==> src/xbar_pkg.sv <==
//------------------------------------------------
// Memory crossbar package
// Widths, address map, bus enums and the request
// and response structs shared by the crossbar
//------------------------------------------------
package xbar_pkg;

    localparam int ADDR_W      = 32;
    localparam int DATA_W      = 32;
    localparam int NUM_PORTS   = 5;
    localparam int NUM_MASTERS = 2;

    // Master index into per-master vectors
    localparam int MST_IMEM = 0;
    localparam int MST_DMEM = 1;

    //------------------------------------------------
    // Address map
    //------------------------------------------------
    // Icache 0x0000_0000 - 0x07FF_FFFF
    localparam logic [ADDR_W-1:0] ICACHE_ADDR_MASK    = 32'hF800_0000;
    localparam logic [ADDR_W-1:0] ICACHE_ADDR_PATTERN = 32'h0000_0000;
    // Dcache 0x0800_0000 - 0x0BFF_FFFF
    localparam logic [ADDR_W-1:0] DCACHE_ADDR_MASK    = 32'hFC00_0000;
    localparam logic [ADDR_W-1:0] DCACHE_ADDR_PATTERN = 32'h0800_0000;
    // TCM, one 64 KB page
    localparam logic [ADDR_W-1:0] TCM_ADDR_MASK       = 32'hFFFF_0000;
    localparam logic [ADDR_W-1:0] TCM_ADDR_PATTERN    = 32'h0C48_0000;
    // Timer, 32-byte register window
    localparam logic [ADDR_W-1:0] TIMER_ADDR_MASK     = 32'hFFFF_FFE0;
    localparam logic [ADDR_W-1:0] TIMER_ADDR_PATTERN  = 32'h0C49_0000;

    //------------------------------------------------
    // Encodings
    //------------------------------------------------
    // Target id
    typedef enum logic [2:0] {
        PORT_DMEM   = 3'd0,
        PORT_ICACHE = 3'd1,
        PORT_DCACHE = 3'd2,
        PORT_TCM    = 3'd3,
        PORT_TIMER  = 3'd4
    } port_sel_e;

    typedef enum logic {
        MEM_CMD_READ  = 1'b0,
        MEM_CMD_WRITE = 1'b1
    } mem_cmd_e;

    typedef enum logic [1:0] {
        MEM_WIDTH_BYTE = 2'd0,
        MEM_WIDTH_HALF = 2'd1,
        MEM_WIDTH_WORD = 2'd2
    } mem_width_e;

    typedef enum logic [1:0] {
        MEM_RESP_IDLE = 2'd0,
        MEM_RESP_OK   = 2'd1,
        MEM_RESP_ERR  = 2'd2
    } mem_resp_e;

    // Request bundle, 68 bits
    typedef struct packed {
        logic              req;
        mem_cmd_e          cmd;
        mem_width_e        width;
        logic [ADDR_W-1:0] addr;
        logic [DATA_W-1:0] wdata;
    } mem_req_t;

    // Response bundle, 34 bits
    typedef struct packed {
        logic [DATA_W-1:0] rdata;
        mem_resp_e         resp;
    } mem_rsp_t;

    localparam mem_rsp_t RSP_IDLE = '{rdata: '0, resp: MEM_RESP_IDLE};

endpackage

==> src/xbar_port_arbiter.sv <==
//------------------------------------------------
// Crossbar port arbiter
// Grants one master to a target port and steers
// the port response back to that master
//------------------------------------------------
`timescale 1ns/1ns

module xbar_port_arbiter #(
    parameter xbar_pkg::port_sel_e PORT_ID = xbar_pkg::PORT_DMEM
) (
    input  logic                                clk,
    input  logic                                rst_n,
    input  xbar_pkg::mem_req_t                  imem_req,
    input  xbar_pkg::mem_req_t                  dmem_req,
    input  xbar_pkg::port_sel_e                 imem_tid,
    input  xbar_pkg::port_sel_e                 dmem_tid,
    output logic [xbar_pkg::NUM_MASTERS-1:0]    ack,
    output xbar_pkg::mem_rsp_t                  imem_rsp,
    output xbar_pkg::mem_rsp_t                  dmem_rsp,
    output xbar_pkg::mem_req_t                  port_req,
    input  logic                                port_req_ack,
    input  xbar_pkg::mem_rsp_t                  port_rsp
);

    import xbar_pkg::*;

    logic busy;
    logic owner_dmem;
    logic imem_hit;
    logic dmem_hit;
    logic grant_dmem;
    logic grant_any;
    logic accept;
    logic rsp_seen;

    //------------------------------------------------
    // Grant
    //------------------------------------------------
    assign imem_hit = imem_req.req && (imem_tid == PORT_ID);
    assign dmem_hit = dmem_req.req && (dmem_tid == PORT_ID);

    // dmem wins when both hit in the same cycle
    assign grant_dmem = dmem_hit;
    assign grant_any  = !busy && (imem_hit || dmem_hit);

    always_comb begin
        port_req     = grant_dmem ? dmem_req : imem_req;
        port_req.req = grant_any;
    end

    assign ack[MST_DMEM] = grant_any && grant_dmem && port_req_ack;
    assign ack[MST_IMEM] = grant_any && !grant_dmem && port_req_ack;

    //------------------------------------------------
    // Ownership
    //------------------------------------------------
    assign accept   = grant_any && port_req_ack;
    assign rsp_seen = busy && (port_rsp.resp != MEM_RESP_IDLE);

    always_ff @(posedge clk) begin
        if (!rst_n) begin
            busy       <= 1'b0;
            owner_dmem <= 1'b0;
        end else if (accept) begin
            busy       <= 1'b1;
            owner_dmem <= grant_dmem;
        end else if (rsp_seen) begin
            busy       <= 1'b0;
        end
    end

    // Response goes to the owner only
    assign imem_rsp = (busy && !owner_dmem) ? port_rsp : RSP_IDLE;
    assign dmem_rsp = (busy && owner_dmem) ? port_rsp : RSP_IDLE;

endmodule

==> src/xbar_resp_return.sv <==
//------------------------------------------------
// Crossbar response return
// Picks ack and response for one master from the
// port its target id names
//------------------------------------------------
`timescale 1ns/1ns

module xbar_resp_return #(
    parameter bit RSP_REG = 1'b0
) (
    input  logic                              clk,
    input  logic                              rst_n,
    input  xbar_pkg::port_sel_e               target_id,
    input  logic [xbar_pkg::NUM_PORTS-1:0]    port_ack,
    input  xbar_pkg::mem_rsp_t                port_rsp [xbar_pkg::NUM_PORTS],
    output logic                              req_ack,
    output logic                              done,
    output xbar_pkg::mem_rsp_t                master_rsp
);

    import xbar_pkg::*;

    mem_rsp_t rsp_sel;

    // Port select by target id
    always_comb begin
        req_ack = 1'b0;
        rsp_sel = RSP_IDLE;
        for (int p = 0; p < NUM_PORTS; p++) begin
            if (target_id == port_sel_e'(p)) begin
                req_ack = port_ack[p];
                rsp_sel = port_rsp[p];
            end
        end
    end

    // Unregistered response beat, releases the decode lock
    assign done = (rsp_sel.resp != MEM_RESP_IDLE);

    //------------------------------------------------
    // Output stage
    //------------------------------------------------
    generate
        if (RSP_REG) begin : g_rsp_reg
            mem_rsp_t rsp_q;

            // One cycle timing break on the response path
            always_ff @(posedge clk) begin
                if (!rst_n) begin
                    rsp_q <= RSP_IDLE;
                end else begin
                    rsp_q <= rsp_sel;
                end
            end

            assign master_rsp = rsp_q;
        end else begin : g_rsp_comb
            assign master_rsp = rsp_sel;
        end
    endgenerate

endmodule

==> src/xbar_target_decode.sv <==
//------------------------------------------------
// Crossbar target decode
// Maps a master address to a target port and
// holds that target until the response returns
//------------------------------------------------
`timescale 1ns/1ns

module xbar_target_decode (
    input  logic                  clk,
    input  logic                  rst_n,
    input  logic [1:0]            bypass_cache,
    input  xbar_pkg::mem_req_t    master_req,
    input  logic                  req_ack,
    input  logic                  done,
    output xbar_pkg::mem_req_t    fwd_req,
    output xbar_pkg::port_sel_e   target_id
);

    import xbar_pkg::*;

    logic      lock;
    logic      accept;
    port_sel_e tid_dec;
    port_sel_e tid_held;

    //------------------------------------------------
    // Address decode
    //------------------------------------------------
    // Priority icache, dcache, TCM, timer, then default dmem
    always_comb begin
        tid_dec = PORT_DMEM;
        if (((master_req.addr & ICACHE_ADDR_MASK) == ICACHE_ADDR_PATTERN) &&
            !bypass_cache[0]) begin
            tid_dec = PORT_ICACHE;
        end else if (((master_req.addr & DCACHE_ADDR_MASK) == DCACHE_ADDR_PATTERN) &&
                     !bypass_cache[1]) begin
            tid_dec = PORT_DCACHE;
        end else if ((master_req.addr & TCM_ADDR_MASK) == TCM_ADDR_PATTERN) begin
            tid_dec = PORT_TCM;
        end else if ((master_req.addr & TIMER_ADDR_MASK) == TIMER_ADDR_PATTERN) begin
            tid_dec = PORT_TIMER;
        end
    end

    //------------------------------------------------
    // Target lock
    //------------------------------------------------
    assign accept = fwd_req.req && req_ack;

    always_ff @(posedge clk) begin
        if (!rst_n) begin
            lock <= 1'b0;
        end else if (accept) begin
            lock <= 1'b1;
        end else if (done) begin
            lock <= 1'b0;
        end
    end

    always_ff @(posedge clk) begin
        if (accept) begin
            tid_held <= tid_dec;
        end
    end

    // Held id keeps the response path pointed at the right port
    assign target_id = lock ? tid_held : tid_dec;

    // No new request leaves while one is pending
    always_comb begin
        fwd_req     = master_req;
        fwd_req.req = master_req.req && !lock;
    end

endmodule

==> src/xbar_top.sv <==
//------------------------------------------------
// Memory crossbar top
// Routes imem and dmem to five target ports
//------------------------------------------------
`timescale 1ns/1ns

module xbar_top (
    input  logic                              clk,
    input  logic                              rst_n,
    input  logic [1:0]                        bypass_cache,
    input  xbar_pkg::mem_req_t                imem_req,
    input  xbar_pkg::mem_req_t                dmem_req,
    output logic                              imem_req_ack,
    output logic                              dmem_req_ack,
    output xbar_pkg::mem_rsp_t                imem_rsp,
    output xbar_pkg::mem_rsp_t                dmem_rsp,
    output xbar_pkg::mem_req_t                port_req [xbar_pkg::NUM_PORTS],
    input  logic [xbar_pkg::NUM_PORTS-1:0]    port_req_ack,
    input  xbar_pkg::mem_rsp_t                port_rsp [xbar_pkg::NUM_PORTS]
);

    import xbar_pkg::*;

    mem_req_t               imem_fwd;
    mem_req_t               dmem_fwd;
    port_sel_e              imem_tid;
    port_sel_e              dmem_tid;
    logic                   imem_done;
    logic                   dmem_done;
    logic [NUM_MASTERS-1:0] arb_ack [NUM_PORTS];
    logic [NUM_PORTS-1:0]   imem_port_ack;
    logic [NUM_PORTS-1:0]   dmem_port_ack;
    mem_rsp_t               imem_port_rsp [NUM_PORTS];
    mem_rsp_t               dmem_port_rsp [NUM_PORTS];

    //------------------------------------------------
    // Target decode, one per master
    //------------------------------------------------
    xbar_target_decode u_imem_decode (
        .clk          (clk),
        .rst_n        (rst_n),
        .bypass_cache (bypass_cache),
        .master_req   (imem_req),
        .req_ack      (imem_req_ack),
        .done         (imem_done),
        .fwd_req      (imem_fwd),
        .target_id    (imem_tid)
    );

    xbar_target_decode u_dmem_decode (
        .clk          (clk),
        .rst_n        (rst_n),
        .bypass_cache (bypass_cache),
        .master_req   (dmem_req),
        .req_ack      (dmem_req_ack),
        .done         (dmem_done),
        .fwd_req      (dmem_fwd),
        .target_id    (dmem_tid)
    );

    //------------------------------------------------
    // Port arbiters
    //------------------------------------------------
    generate
        for (genvar p = 0; p < NUM_PORTS; p++) begin : g_port
            xbar_port_arbiter #(
                .PORT_ID (port_sel_e'(p))
            ) u_arbiter (
                .clk          (clk),
                .rst_n        (rst_n),
                .imem_req     (imem_fwd),
                .dmem_req     (dmem_fwd),
                .imem_tid     (imem_tid),
                .dmem_tid     (dmem_tid),
                .ack          (arb_ack[p]),
                .imem_rsp     (imem_port_rsp[p]),
                .dmem_rsp     (dmem_port_rsp[p]),
                .port_req     (port_req[p]),
                .port_req_ack (port_req_ack[p]),
                .port_rsp     (port_rsp[p])
            );

            // Regroup acks per master
            assign imem_port_ack[p] = arb_ack[p][MST_IMEM];
            assign dmem_port_ack[p] = arb_ack[p][MST_DMEM];
        end
    endgenerate

    //------------------------------------------------
    // Response return, dmem side registered
    //------------------------------------------------
    xbar_resp_return #(.RSP_REG(1'b0)) u_imem_return (
        .clk        (clk),
        .rst_n      (rst_n),
        .target_id  (imem_tid),
        .port_ack   (imem_port_ack),
        .port_rsp   (imem_port_rsp),
        .req_ack    (imem_req_ack),
        .done       (imem_done),
        .master_rsp (imem_rsp)
    );

    xbar_resp_return #(.RSP_REG(1'b1)) u_dmem_return (
        .clk        (clk),
        .rst_n      (rst_n),
        .target_id  (dmem_tid),
        .port_ack   (dmem_port_ack),
        .port_rsp   (dmem_port_rsp),
        .req_ack    (dmem_req_ack),
        .done       (dmem_done),
        .master_rsp (dmem_rsp)
    );

endmodule
==> config.mk <==
export PLATFORM = sky130hd
export DESIGN_NAME = xbar_top
export DESIGN_NICKNAME = d
export VERILOG_FILES = /design/src/xbar_pkg.sv /design/src/xbar_port_arbiter.sv /design/src/xbar_resp_return.sv /design/src/xbar_target_decode.sv /design/src/xbar_top.sv
export SDC_FILE = /design/constraint.sdc
export NUM_CORES = 1
export LEC_CHECK = 0
export BUFFER_PORTS_ARGS = -buffer_cell sky130_fd_sc_hd__buf_2
export CAP_MARGIN = 20
export CORE_AREA = 2 2 286 288
export CTS_CLUSTER_DIAMETER = 60
export DETAILED_ROUTE_END_ITERATION = 12
export DIE_AREA = 0 0 288 290
export PLACE_DENSITY = 0.37
export SLEW_MARGIN = 5
export SYNTH_ARGS = -nofsm -noshare
export SYNTH_HDL_FRONTEND = slang
export SYNTH_HIERARCHICAL = 1
export SYNTH_SLANG_ARGS = --single-unit
==> constraint.sdc <==
create_clock -name clk -period 12.1 [get_ports clk]
set_input_delay 2.42 -clock clk [delete_from_list [all_inputs] [get_ports clk]]
set_output_delay 2.42 -clock clk [all_outputs]
set_load 0.03 [all_outputs]
==> impl_metrics.env <==
export IMPL_p_per_area_mw_per_mm2=59.2
export IMPL_clkPwrFrac=0.181
export IMPL_die_x_microns=288
export IMPL_numCtsBuffers=5
export IMPL_syn_nets=1650
export IMPL_syn_area_sq_mm=0.0132
export IMPL_max_freq_mhz=112
export IMPL_p_sw_uw=497
export IMPL_yosysSeqAreaShare=0.0833
export IMPL_max_cap_violations=0
export IMPL_io_buffers=724
export IMPL_core_area_sq_mm=0.0802
export IMPL_synthArstFlopShare=0
export IMPL_die_area_sq_mm=0.0835
export IMPL_synthTopCellsByCount="207 x mux2_4, 173 x and2_1, 171 x and3_1"
export IMPL_p_seq_frac=0.193
export IMPL_p_total_uw=974
export IMPL_rsz0062_at_grt="no"
export IMPL_setup_viol=0
export IMPL_regArea_sq_mm=0.00111
export IMPL_dr_pass1_iters=4
export IMPL_cp_end_kind="output pin"
export IMPL_fin_crit_ns=8.89
export IMPL_crit_required_ns=9.68
export IMPL_grt_max_degree=68
export IMPL_yosys_warnings=6
export IMPL_slew_headroom=0.244
export IMPL_areaGrowthSynthToFinish_pct=24.4
export IMPL_wire_per_inst_microns=25.5
export IMPL_synth_cells=1335
export IMPL_fin_tns_setup_ns=0
export IMPL_hold_path_class="reg2reg"
export IMPL_cp_arrival_ns=6.47
export IMPL_critPathKind="in2out"
export IMPL_die_h_microns=290
export IMPL_power_frac_comb=0.626
export IMPL_grt_pass1_wl_mm=102
export IMPL_grt_pass1_vias=13402
export IMPL_drtIter0Drc=616
export IMPL_ant_nets=0
export IMPL_finalClockSkew_ns=0.0190
export IMPL_synth_distinct_cells=59
export IMPL_antenna_found_initial=21
export IMPL_path_clk_slew_ns=0.09
export IMPL_synthFlopType="dfxtp_1"
export IMPL_drt_total_wl_mm=73.9
export IMPL_switching_share=0.510
export IMPL_cts_tree="yes"
export IMPL_fin_crit_sh=0.735
export IMPL_ys_ff_latch=52
export IMPL_via_count=12922
export IMPL_postSynthAreaPerCell_sq_um=9.91
export IMPL_r2r_slack_ns=8.47
export IMPL_synth_top_area_cell="mux2_4"
export IMPL_clk_path_buf_depth=2
export IMPL_fin_ws_ns=3.21
export IMPL_overflow=0
export IMPL_synth_edff_count=6
export IMPL_pre_cts_ws_ns=3.13
export IMPL_finalHoldViolCount=0
export IMPL_cts_hold_buf=0
export IMPL_ir_drop_mv=0.0584
export IMPL_critPathMaxFanout=43
export IMPL_initial_core_util=0.165
export IMPL_drive_gt1_frac=0.650
export IMPL_synth_top_area_share=0.235
export IMPL_multi_input_area_sq_mm=0.0100
export IMPL_synth_most_common_cell="mux2_4"
export IMPL_cts_resized=0
export IMPL_maxSlewViolCount=0
export IMPL_drc=0
export IMPL_rows=104
export IMPL_leakage_nw=8.09
export IMPL_n_fill_cell=9048
export IMPL_post_cts_buffers=0
export IMPL_stdcell_area_sq_mm=0.0165
export IMPL_synthTopCellsByArea="mux2_4 24%, mux2_2 11%, and2_1 8.2%"
export IMPL_status="finished clean"
export IMPL_grt_usage=0.167
export IMPL_instances_no_fill=2901
export IMPL_start_kind="input pin"
export IMPL_worst_slew_pin_slew_ns=1.13
export IMPL_layout_nets=2140
export IMPL_place_gp_congestion=0.878
export IMPL_hpwl_mm=55.7
export IMPL_ios=725
export IMPL_cts_root_buf="clkbuf_16"
export IMPL_place_area_sq_mm=0.0163
export IMPL_htreeDepth=2
export IMPL_cts_sinks=52
export IMPL_p_int_uw=477
export IMPL_dp_cells=2878
export IMPL_drt_vias_per_instance=4.45
export IMPL_worstSkewPairLatency_ns=0.35
[power groups by stage]
stage / clock network, mW / registers, mW / logic [mW]
3_5_place_dp: 0 / 0.192 / 0.614
2_1_floorplan: 0 / 0.184 / 0.437
5_1_grt: 0.190 / 0.188 / 0.639
4_1_cts: 0.188 / 0.188 / 0.616
6_report: 0.177 / 0.188 / 0.610
3_3_place_gp: 0 / 0.192 / 0.613
[critical path, cell delays in order]
cell	delay (ns)
buf_2	0.19
or4b_4	0.53
nor4_4	0.25
o211a_1	0.22
mux2_2	0.16
buf_4	0.58
nand4b_4	0.68
buf_4	0.58
nor3b_1	0.25
a21oi_1	0.13
o22ai_1	0.11
buf_2	0.24
[layer usage]
layer | global-route usage | routed length (microns) | vias to the layer above
met4 | 0.0416 | 1660 | 20
li1 | - | - | 5762
met5 | 0 | 116 | -
met2 | 0.310 | 38000 | 607
met3 | 0.0406 | 5200 | 86
met1 | 0.188 | 28900 | 6447
[cell families after synthesis]
group / share of synthesized area
flops: 0.0833
simple gates: 0.225
mux: 0.451
compound gates: 0.0786
buf+inv: 0.162
[layout by cell type (no fill, tap or decap), types with 4 or more instances in the layout]
cell and instances:
buf_2 724, a21oi_1 21, edfxtp_1 6, mux4_2 44, diode_2 15, mux2_2 133
a22o_1 46, mux2i_1 26, mux2_4 209, and2b_1 6, nor4_1 4, o21a_1 10
dfxtp_2 9, buf_4 24, nor2b_1 7, nor4_4 4, clkbuf_16 5, o22ai_1 19
a22oi_1 19, or4b_4 4, and2_1 173, a21boi_1 4, nand2b_1 4, nand2_1 8
dfxtp_1 37, and3_1 170, nor2_1 44
[area by class of cell]
cell class                 instances  area share
multi-input combinational       1015       0.608
clock buffer                       5     0.00760
timing repair buffer             748       0.231
sequential                        52      0.0676
clock inverter                     3     0.00167
antenna                           15     0.00228
inverter                           3    0.000684
tap                             1060      0.0806
[flip-flops by register name, indices dropped and copies added (netlist names)]
| name | count |
|---|---|
| u_dmem_return/master_rsp | 34 |
| u_imem_decode/tid_held | 3 |
| u_imem_decode/lock | 1 |
| u_dmem_decode/tid_held | 3 |
| u_dmem_decode/lock | 1 |
| g_port.u_arbiter/busy | 5 |
| g_port.u_arbiter/owner_dmem | 5 |
[metrics by stage]
step | utilization | hold WS [ns]
6_report | 0.205 | 0.722
5_1_grt | 0.205 | 0.769
4_1_cts | 0.205 | 0.727
3_5_place_dp | 0.203 | 0.713
3_3_place_gp | 0.203 | 0.692
2_1_floorplan | - | 0.584
[final timing paths]
check | start | endpoint | cells past startpoint
hold reg to reg | u_dmem_decode/lock | u_dmem_decode/lock | 2
setup reg to reg | u_dmem_decode/lock | u_imem_decode/lock | 9
setup / recovery | dmem_req[54] | imem_req_ack | 12
hold / removal | u_dmem_decode/lock | u_dmem_decode/lock | 2
No activity file was read; power rests on OpenSTA's default activity.
